$ cat config.mk
export PLATFORM = sky130hd
export DESIGN_NAME = execute_top
export DESIGN_NICKNAME = d
export VERILOG_FILES = /design/src/hw/exe_pkg.sv /design/src/hw/exe_operand_if.sv /design/src/hw/alu_unit.sv /design/src/hw/execute_top.sv /design/src/hw/mul_unit.sv /design/src/hw/operand_forward.sv /design/src/hw/stage_reg.sv
export VERILOG_INCLUDE_DIRS = /design/src /design/src/hw
export SDC_FILE = /design/constraint.sdc
export NUM_CORES = 2
export LEC_CHECK = 0
export BUFFER_PORTS_ARGS = -buffer_cell sky130_fd_sc_hd__buf_2
export CAP_MARGIN = 20
export CORE_UTILIZATION = 65
export CTS_CLUSTER_SIZE = 30
export DETAILED_ROUTE_END_ITERATION = 8
export PLACE_DENSITY = 0.87
export SLEW_MARGIN = 20
export SYNTH_ARGS = -nofsm -noshare
export SYNTH_HDL_FRONTEND = slang
export SYNTH_SLANG_ARGS = --single-unit
$ cat constraint.sdc
create_clock -name clk -period 14.1 [get_ports clk]
set_input_delay 2.115 -clock clk [delete_from_list [all_inputs] [get_ports clk]]
set_output_delay 2.115 -clock clk [all_outputs]
set_load 0.02 [all_outputs]
$ cat src/hw/exe_settings.svh
// ================================================
// Width settings for the execute stage
// Included by the package, the interface and every
// RTL file that sizes a data or address bus
// ================================================

`ifndef EXE_SETTINGS_SVH
`define EXE_SETTINGS_SVH

// Integer register and datapath width
`define XLEN 32

// Register file address width
`define RF_AWIDTH 5

`endif

$ cat src/hw/exe_pkg.sv
// ================================================
// Shared types for the RV32 execute stage
// Operator encodings and the payloads of the two
// pipeline registers around the stage
// Imported by the RTL and by the testbench
// ================================================

`include "exe_settings.svh"

package exe_pkg;

    // Base integer ALU operators
    typedef enum logic [3:0] {
        ALU_ADD       = 4'd0,
        ALU_SUB       = 4'd1,
        ALU_AND       = 4'd2,
        ALU_OR        = 4'd3,
        ALU_XOR       = 4'd4,
        ALU_SLL       = 4'd5,
        ALU_SRL       = 4'd6,
        ALU_SRA       = 4'd7,
        ALU_SLT       = 4'd8,
        ALU_SLTU      = 4'd9,
        ALU_COPY_OPR1 = 4'd10,
        ALU_COPY_OPR2 = 4'd11
    } alu_op_e;

    // RV32M multiply operators, anything but NONE overrides the ALU result
    typedef enum logic [2:0] {
        MUL_NONE   = 3'd0,
        MUL_MUL    = 3'd1,
        MUL_MULH   = 3'd2,
        MUL_MULHSU = 3'd3,
        MUL_MULHU  = 3'd4
    } mul_op_e;

    // Branch conditions
    typedef enum logic [2:0] {
        BR_NONE = 3'd0,
        BR_EQ   = 3'd1,
        BR_NE   = 3'd2,
        BR_LT   = 3'd3,
        BR_GE   = 3'd4,
        BR_LTU  = 3'd5,
        BR_GEU  = 3'd6
    } br_op_e;

    // ALU operand sources
    typedef enum logic {OPR1_REG = 1'b0, OPR1_PC  = 1'b1} opr1_sel_e;
    typedef enum logic {OPR2_REG = 1'b0, OPR2_IMM = 1'b1} opr2_sel_e;

    // Comparator second operand source
    typedef enum logic {CMP_REG = 1'b0, CMP_IMM = 1'b1} cmp_sel_e;

    // Decode to execute payload
    typedef struct packed {
        alu_op_e                alu_op;
        mul_op_e                mul_op;
        br_op_e                 br_op;
        opr1_sel_e              opr1_sel;
        opr2_sel_e              opr2_sel;
        cmp_sel_e               cmp_sel;
        logic                   jump;
        logic                   branch;
        logic                   rd_wr;
        logic [`RF_AWIDTH-1:0]  rd_addr;
        logic [`RF_AWIDTH-1:0]  rs1_addr;
        logic [`RF_AWIDTH-1:0]  rs2_addr;
        logic [`XLEN-1:0]       rs1_data;
        logic [`XLEN-1:0]       rs2_data;
        logic [`XLEN-1:0]       imm;
        logic [`XLEN-1:0]       pc;
    } id2exe_s;

    // Execute to load/store payload
    typedef struct packed {
        logic                   rd_wr;
        logic [`RF_AWIDTH-1:0]  rd_addr;
        logic [`XLEN-1:0]       result;
        logic [`XLEN-1:0]       store_data;
    } exe2lsu_s;

endpackage

$ cat src/hw/exe_operand_if.sv
// ================================================
// Resolved execute operands
// Driven by the forwarding block and read by the
// ALU and the multiplier, plain levels only
// ================================================

`include "exe_settings.svh"

interface exe_operand_if ();

    // Forwarded register values
    logic [`XLEN-1:0] rs1_val;
    logic [`XLEN-1:0] rs2_val;

    // ALU inputs after source selection
    logic [`XLEN-1:0] opr1;
    logic [`XLEN-1:0] opr2;

    // Forwarding side
    modport src (
        output rs1_val,
        output rs2_val,
        output opr1,
        output opr2
    );

    // Arithmetic side
    modport dst (
        input rs1_val,
        input rs2_val,
        input opr1,
        input opr2
    );

endinterface

$ cat src/hw/alu_unit.sv
// ================================================
// Base RV32I ALU with comparator
// Result is combinational from the resolved operands
// Branch decision comes from the comparator flags
// ================================================

`include "exe_settings.svh"

module alu_unit import exe_pkg::*; (
    exe_operand_if.dst        opnd,
    input  alu_op_e           alu_op_i,
    input  br_op_e            br_op_i,
    input  cmp_sel_e          cmp_sel_i,
    input  logic [`XLEN-1:0]  imm_i,
    output logic [`XLEN-1:0]  alu_result_o,
    output logic              branch_taken_o
);

    logic [`XLEN-1:0] adder_out;
    logic [4:0]       shamt;
    logic [`XLEN-1:0] cmp_opr2;
    logic [`XLEN:0]   cmp_diff;
    logic             cmp_zero;
    logic             cmp_neg;
    logic             cmp_ovf;
    logic             cmp_carry;
    logic             cmp_lt;

    // Shared adder, subtracts for anything but ADD
    assign adder_out = (alu_op_i == ALU_ADD) ? (opnd.opr1 + opnd.opr2)
                                             : (opnd.opr1 - opnd.opr2);

    // Shift amount from operand 2
    assign shamt = opnd.opr2[4:0];

    // Comparator works on rs1 against rs2 or imm
    assign cmp_opr2 = (cmp_sel_i == CMP_IMM) ? imm_i : opnd.rs2_val;

    // One extra bit keeps the borrow as carry flag
    assign cmp_diff  = {1'b0, opnd.rs1_val} - {1'b0, cmp_opr2};
    assign cmp_zero  = ~(|cmp_diff[`XLEN-1:0]);
    assign cmp_neg   = cmp_diff[`XLEN-1];
    assign cmp_carry = cmp_diff[`XLEN];

    // Signed overflow when operand signs differ and the result flips
    assign cmp_ovf = (cmp_neg & ~opnd.rs1_val[`XLEN-1] & cmp_opr2[`XLEN-1])
                   | (~cmp_neg & opnd.rs1_val[`XLEN-1] & ~cmp_opr2[`XLEN-1]);

    // Signed less than
    assign cmp_lt = cmp_neg ^ cmp_ovf;

    // Branch condition
    always_comb begin
        case (br_op_i)
            BR_EQ:   branch_taken_o = cmp_zero;
            BR_NE:   branch_taken_o = ~cmp_zero;
            BR_LT:   branch_taken_o = cmp_lt;
            BR_GE:   branch_taken_o = ~cmp_lt;
            BR_LTU:  branch_taken_o = cmp_carry;
            BR_GEU:  branch_taken_o = ~cmp_carry;
            default: branch_taken_o = 1'b0;
        endcase
    end

    // Result mux
    always_comb begin
        case (alu_op_i)
            ALU_ADD,
            ALU_SUB:       alu_result_o = adder_out;
            ALU_AND:       alu_result_o = opnd.opr1 & opnd.opr2;
            ALU_OR:        alu_result_o = opnd.opr1 | opnd.opr2;
            ALU_XOR:       alu_result_o = opnd.opr1 ^ opnd.opr2;
            ALU_SLL:       alu_result_o = opnd.opr1 << shamt;
            ALU_SRL:       alu_result_o = opnd.opr1 >> shamt;
            ALU_SRA:       alu_result_o = $signed(opnd.opr1) >>> shamt;
            ALU_SLT:       alu_result_o = `XLEN'(cmp_lt);
            ALU_SLTU:      alu_result_o = `XLEN'(cmp_carry);
            // jal/jalr link value path
            ALU_COPY_OPR1: alu_result_o = opnd.opr1;
            // lui
            ALU_COPY_OPR2: alu_result_o = opnd.opr2;
            default:       alu_result_o = '0;
        endcase
    end

endmodule

$ cat src/hw/execute_top.sv
// ================================================
// Execute stage of the RV32 integer pipeline
// Decode fields are registered, executed with
// forwarding and registered toward the LSU stage
// Taken branches and jumps redirect fetch and
// squash the instruction behind them
// ================================================

`include "exe_settings.svh"

module execute_top import exe_pkg::*; (
    input  logic                   clk,
    input  logic                   reset_i,

    // Decode side
    input  logic                   id_valid_i,
    input  alu_op_e                id_alu_op_i,
    input  mul_op_e                id_mul_op_i,
    input  br_op_e                 id_br_op_i,
    input  opr1_sel_e              id_opr1_sel_i,
    input  opr2_sel_e              id_opr2_sel_i,
    input  cmp_sel_e               id_cmp_sel_i,
    input  logic                   id_jump_i,
    input  logic                   id_branch_i,
    input  logic                   id_rd_wr_i,
    input  logic [`RF_AWIDTH-1:0]  id_rd_addr_i,
    input  logic [`RF_AWIDTH-1:0]  id_rs1_addr_i,
    input  logic [`RF_AWIDTH-1:0]  id_rs2_addr_i,
    input  logic [`XLEN-1:0]       id_rs1_data_i,
    input  logic [`XLEN-1:0]       id_rs2_data_i,
    input  logic [`XLEN-1:0]       id_imm_i,
    input  logic [`XLEN-1:0]       id_pc_i,

    // Writeback side
    input  logic                   wrb_wr_i,
    input  logic [`RF_AWIDTH-1:0]  wrb_rd_addr_i,
    input  logic [`XLEN-1:0]       wrb_rd_data_i,

    // Memory side
    output logic                   lsu_valid_o,
    output logic                   lsu_rd_wr_o,
    output logic [`RF_AWIDTH-1:0]  lsu_rd_addr_o,
    output logic [`XLEN-1:0]       lsu_result_o,
    output logic [`XLEN-1:0]       lsu_store_data_o,

    // Fetch side
    output logic                   new_pc_req_o,
    output logic [`XLEN-1:0]       pc_new_o
);

    id2exe_s          id_d;
    id2exe_s          exe_q;
    logic             exe_valid;
    exe2lsu_s         lsu_d;
    exe2lsu_s         lsu_q;
    logic             lsu_valid;
    logic [`XLEN-1:0] alu_result;
    logic [`XLEN-1:0] mul_result;
    logic             branch_taken;
    logic             redirect;

    exe_operand_if u_opnd_if ();

    // Pack the decode ports
    assign id_d = '{
        alu_op:   id_alu_op_i,
        mul_op:   id_mul_op_i,
        br_op:    id_br_op_i,
        opr1_sel: id_opr1_sel_i,
        opr2_sel: id_opr2_sel_i,
        cmp_sel:  id_cmp_sel_i,
        jump:     id_jump_i,
        branch:   id_branch_i,
        rd_wr:    id_rd_wr_i,
        rd_addr:  id_rd_addr_i,
        rs1_addr: id_rs1_addr_i,
        rs2_addr: id_rs2_addr_i,
        rs1_data: id_rs1_data_i,
        rs2_data: id_rs2_data_i,
        imm:      id_imm_i,
        pc:       id_pc_i
    };

    // Decode to execute, squashed behind a redirect
    stage_reg #(.payload_t(id2exe_s)) u_id2exe (
        .clk     (clk),
        .reset_i (reset_i),
        .valid_i (id_valid_i),
        .flush_i (redirect),
        .data_i  (id_d),
        .valid_o (exe_valid),
        .data_o  (exe_q)
    );

    operand_forward u_operand_forward (
        .exe_i         (exe_q),
        .lsu_valid_i   (lsu_valid),
        .lsu_i         (lsu_q),
        .wrb_wr_i      (wrb_wr_i),
        .wrb_rd_addr_i (wrb_rd_addr_i),
        .wrb_rd_data_i (wrb_rd_data_i),
        .opnd          (u_opnd_if.src)
    );

    alu_unit u_alu_unit (
        .opnd           (u_opnd_if.dst),
        .alu_op_i       (exe_q.alu_op),
        .br_op_i        (exe_q.br_op),
        .cmp_sel_i      (exe_q.cmp_sel),
        .imm_i          (exe_q.imm),
        .alu_result_o   (alu_result),
        .branch_taken_o (branch_taken)
    );

    mul_unit u_mul_unit (
        .opnd         (u_opnd_if.dst),
        .mul_op_i     (exe_q.mul_op),
        .mul_result_o (mul_result)
    );

    // Jump always redirects, a branch only when its condition holds
    assign redirect = exe_valid & (exe_q.jump | (exe_q.branch & branch_taken));

    // Multiply result replaces the ALU result
    assign lsu_d.rd_wr      = exe_q.rd_wr;
    assign lsu_d.rd_addr    = exe_q.rd_addr;
    assign lsu_d.result     = (exe_q.mul_op != MUL_NONE) ? mul_result : alu_result;
    assign lsu_d.store_data = u_opnd_if.rs2_val;

    // Execute to LSU, never flushed
    stage_reg #(.payload_t(exe2lsu_s)) u_exe2lsu (
        .clk     (clk),
        .reset_i (reset_i),
        .valid_i (exe_valid),
        .flush_i (1'b0),
        .data_i  (lsu_d),
        .valid_o (lsu_valid),
        .data_o  (lsu_q)
    );

    // LSU outputs, write request only with a valid instruction
    assign lsu_valid_o      = lsu_valid;
    assign lsu_rd_wr_o      = lsu_valid & lsu_q.rd_wr;
    assign lsu_rd_addr_o    = lsu_q.rd_addr;
    assign lsu_result_o     = lsu_q.result;
    assign lsu_store_data_o = lsu_q.store_data;

    // Target is pc plus imm from the ALU, word aligned
    assign new_pc_req_o = redirect;
    assign pc_new_o     = {alu_result[`XLEN-1:2], 2'b00};

endmodule

$ cat src/hw/mul_unit.sv
// ================================================
// RV32M multiplier, single cycle
// Operands are widened by one bit so a single
// signed multiply covers all four operators
// ================================================

`include "exe_settings.svh"

module mul_unit import exe_pkg::*; (
    exe_operand_if.dst        opnd,
    input  mul_op_e           mul_op_i,
    output logic [`XLEN-1:0]  mul_result_o
);

    logic                       opr1_signed;
    logic                       opr2_signed;
    logic signed [`XLEN:0]      mul_a;
    logic signed [`XLEN:0]      mul_b;
    logic signed [2*`XLEN-1:0]  product;

    // MULH and MULHSU take rs1 as signed
    assign opr1_signed = (mul_op_i == MUL_MULH) | (mul_op_i == MUL_MULHSU);

    // Only MULH takes rs2 as signed
    assign opr2_signed = (mul_op_i == MUL_MULH);

    // Sign or zero extend to 33 bits
    assign mul_a = {opr1_signed & opnd.opr1[`XLEN-1], opnd.opr1};
    assign mul_b = {opr2_signed & opnd.opr2[`XLEN-1], opnd.opr2};

    // Low 64 bits of the 66 bit product are exact
    assign product = mul_a * mul_b;

    // MUL keeps the low word, the rest the high word
    assign mul_result_o = (mul_op_i == MUL_MUL) ? product[`XLEN-1:0]
                                                : product[2*`XLEN-1:`XLEN];

endmodule

$ cat src/hw/operand_forward.sv
// ================================================
// Operand forwarding for the execute stage
// LSU stage result has priority over writeback
// x0 is never forwarded
// Also selects the two ALU inputs
// ================================================

`include "exe_settings.svh"

module operand_forward import exe_pkg::*; (
    input  id2exe_s                exe_i,
    input  logic                   lsu_valid_i,
    input  exe2lsu_s               lsu_i,
    input  logic                   wrb_wr_i,
    input  logic [`RF_AWIDTH-1:0]  wrb_rd_addr_i,
    input  logic [`XLEN-1:0]       wrb_rd_data_i,
    exe_operand_if.src             opnd
);

    logic lsu_fwd_ok;
    logic wrb_fwd_ok;
    logic rs1_lsu_hit;
    logic rs1_wrb_hit;
    logic rs2_lsu_hit;
    logic rs2_wrb_hit;

    // A source can forward only if it writes a nonzero rd
    assign lsu_fwd_ok = lsu_valid_i & lsu_i.rd_wr & (|lsu_i.rd_addr);
    assign wrb_fwd_ok = wrb_wr_i & (|wrb_rd_addr_i);

    // Address matches per source register
    assign rs1_lsu_hit = lsu_fwd_ok & (lsu_i.rd_addr == exe_i.rs1_addr);
    assign rs1_wrb_hit = wrb_fwd_ok & (wrb_rd_addr_i == exe_i.rs1_addr);
    assign rs2_lsu_hit = lsu_fwd_ok & (lsu_i.rd_addr == exe_i.rs2_addr);
    assign rs2_wrb_hit = wrb_fwd_ok & (wrb_rd_addr_i == exe_i.rs2_addr);

    // Youngest producer wins
    assign opnd.rs1_val = rs1_lsu_hit ? lsu_i.result
                        : rs1_wrb_hit ? wrb_rd_data_i
                        : exe_i.rs1_data;

    assign opnd.rs2_val = rs2_lsu_hit ? lsu_i.result
                        : rs2_wrb_hit ? wrb_rd_data_i
                        : exe_i.rs2_data;

    // Operand 1 is pc for auipc, jal and branch targets
    assign opnd.opr1 = (exe_i.opr1_sel == OPR1_PC) ? exe_i.pc : opnd.rs1_val;

    // Operand 2 is the immediate for I/U type and target math
    assign opnd.opr2 = (exe_i.opr2_sel == OPR2_IMM) ? exe_i.imm : opnd.rs2_val;

endmodule

$ cat src/hw/stage_reg.sv
// ================================================
// Generic pipeline register with a valid bit
// The payload type is set per instance
// Flush drops the incoming valid for one edge
// ================================================

module stage_reg #(
    parameter type payload_t = logic
) (
    input  logic     clk,
    input  logic     reset_i,
    input  logic     valid_i,
    input  logic     flush_i,
    input  payload_t data_i,
    output logic     valid_o,
    output payload_t data_o
);

    // Valid bit, cleared on reset and on flush
    always_ff @(posedge clk) begin
        if (reset_i) begin
            valid_o <= 1'b0;
        end else begin
            valid_o <= valid_i & ~flush_i;
        end
    end

    // Payload loads every cycle and is only meaningful with valid
    always_ff @(posedge clk) begin
        data_o <= data_i;
    end

endmodule

==> run_results.csv <==
group,metric,value,unit
clock_tree,cts_made_buffers,20,
synth,synth_most_common_cell,"inv_1",
global_routing,grt_pass1_wl,361,mm
routing,drc,4,
global_routing,grtUsageTotal,0.595,
sta,fmax,73.6,MHz
synth,synth-edff-count,0,
global_routing,grt_overflow_total,0,
routing,vias_per_cell,6.83,
finish,area_growth,5.87,%
die,core_area,83800,um^2
die,die_area,86000,um^2
critical_path,worst-setup-path-type,"in -> reg",
critical_path,regToRegSetupSlack,1.31,ns
clock_tree,tritoncts,"done",
synth,yosysSeqAreaShare,0.0838,
global_routing,antenna_found_initial,43,
sta,fin_crit_sh,0.964,
die,initial_core_util,0.658,
routing,vias,52037,
synth,yosysWarnings,0,
outcome,violations,"DRC",
clock_tree,clk_pin_slew,0.07,ns
critical_path,crit_path_top_delay_cell,"o21ai_0",
sta,fin_skew,0.0163,ns
critical_path,cp.arrival,14.06,ns
sta,slew-limit-headroom,0.0463,
sta,final.min_clock_period,13.60,ns
clock_tree,holdBufCountCts,0,
synth,synth_top_cell_by_area,"fa_1",
routing,wire_per_inst,32.9,um
critical_path,start_kind,"primary input",
global_routing,first_global_vias,53904,
critical_path,cp_max_fo,23,
synth,avgSynthCellArea,8.66,um^2
placed_design,port_buffers,301,
worst_hold_path,hold_class,"reg -> reg",
synth,synth_cell_type_count,102,
critical_path,end_kind,"flip-flop",
sta,setup_viol,0,
routing,drt-initial-drc-count,7688,
finish,final_nets,8101,
run,maxCapViolations,0,
clock_tree,post_cts_buffers,0,
global_routing,grt_max_degree,53,
sta,worst_pin_slew,1.41,ns
synth,synth_commonest_cells,"inv_1 (1134), fa_1 (1128), nand2_1 (941), nor2_1 (506), ha_1 (336)",
die,rows,106,
outcome,status,"finished, violations left",
die,ios,304,
critical_path,max_stage_delay,0.86,ns
synth,syn_inst,6365,
finish,drive_gt1_frac,0.0989,
clock_tree,clock_sinks,231,
die,die_height,293,um
placed_design,dp_hpwl,194,mm
sta,final_max_slew_viol_count,0,
finish,nFillCells,6495,
clock_tree,h-tree-depth,1,
clock_tree,clockRootBuffer,"clkbuf_16",
routing,ant_nets,0,
synth,synth-seq-cells,231,
sta,finalHoldViolCount,0,
clock_tree,clockBufferDepth,3,
synth,async_flop_share,0,
sta,rsz0062_at_grt,"false",
placed_design,gp_congestion,1.17,
sta,final.setup.tns,0,ns
critical_path,required,14.56,ns
clock_tree,clk_latency,0.53,ns
synth,netlist_area,55200,um^2
clock_tree,cts.repair.resized,0,
synth,synthFlopType,"dfxtp_1",
die,dieWidth,293,um
synth,synth.area.top_cells,"fa_1 (41%), dfxtp_1 (8.4%), inv_1 (7.7%), ha_1 (7.6%), nand2_1 (6.4%)",
routing,drt_first_pass_iters,9,
critical_path,worst_path_most_repeated_cell,"fa_1",
synth,synth_top_area_frac,0.409,
routing,wirelength,251,mm
-- state kept, by name (all words and copies together), names as in the netlist --
signal and count:
u_id2exe.data_o 159, u_exe2lsu.data_o 70, u_exe2lsu.valid_o 1, u_id2exe.valid_o 1
-- through the flow --
| step | hold WS (ns) | std cells | area (um^2) | utilization | setup WS (ns) |
|---|---|---|---|---|---|
| finish | 0.329 | 7617 | 58400 | 0.697 | 0.504 |
| global route | 0.332 | 7594 | 58300 | 0.696 | 0.327 |
| CTS | 0.328 | 7585 | 58300 | 0.696 | 0.899 |
| detailed placement | 0.313 | 7549 | 57600 | 0.687 | 0.425 |
| global placement | 0.311 | 7549 | 57600 | 0.687 | 0.416 |
| floorplan | 0.310 | 6366 | 55200 | - | 2.28 |
-- routing by layer --
metal / wire length (um) / up-vias / global-route usage
li1: - / 20060 / -
met1: 77700 / 24965 / 0.661
met2: 99600 / 4973 / 0.811
met3: 41900 / 2005 / 0.309
met4: 31400 / 34 / 0.563
met5: 282 / - / 0.0199
-- cell usage in the layout (no fill, tap or decap), types with 30 or more instances in the layout --
cell type  count
inv_1       1134
fa_1        1128
nand2_1      940
nor2_1       504
ha_1         336
buf_2        301
dfxtp_1      229
mux2i_1      212
o21ai_0      203
buf_4        179
a21oi_1      159
xnor2_1      110
nand3_1       86
a21o_1        81
nor3_1        68
a31oi_1       64
xor2_1        39
a211oi_1      39
a221oi_1      38
mux2_2        34
diode_2       32
and3_1        30
o211ai_1      30
-- cell families (layout without fill, tap and decap cells) --
kind of cell | count (synthesis) | after routing | share of synthesized area
flops | 231 | 231 | 0.0838
other cells | 1 | 34 | 0.0000680
buf+inv | 1601 | 1686 | 0.116
mux | 263 | 263 | 0.0501
xor+xnor | 150 | 150 | 0.0240
compound gates | 856 | 856 | 0.104
fa+ha+maj | 1465 | 1465 | 0.486
simple gates | 1798 | 1798 | 0.136
-- critical path: cells and delay by family --
| family | cells | cell delay (ns) |
|---|---|---|
| adder cells (fa/ha/maj) | 9 | 4.28 |
| AO/OA/AOI/OAI | 9 | 3.42 |
| AND/OR/NAND/NOR | 9 | 1.89 |
| buffers and inverters | 7 | 1.89 |
| multiplexers | 1 | 0.23 |
| XOR/XNOR | 1 | 0.19 |
-- path summary, 6_finish.rpt --
kind / start / end / cells after the start
worst max-delay path: wrb_rd_addr_i[0] / u_exe2lsu.data_o[61] / 36
worst min-delay path: u_id2exe.data_o[140] / u_exe2lsu.data_o[66] / 0
worst max register to register: u_exe2lsu.data_o[66] / u_exe2lsu.data_o[61] / 35
worst min register to register: u_id2exe.data_o[140] / u_exe2lsu.data_o[66] / 0
-- cell type report --
cell class,instances,area (um^2),area share
Sequential cell,231,4630,0.0792
Antenna cell,32,80.1,0.00137
Tap cell,1134,1420,0.0243
Clock buffer,27,577,0.00988
Multi-Input combinational cell,4534,44300,0.758
Timing Repair Buffer,481,2870,0.0492
Inverter,1169,4390,0.0751
Clock inverter,9,156,0.00268
Power is not shown: default switching activity piles up to over one toggle a cycle in this logic, so the estimate is an artifact.
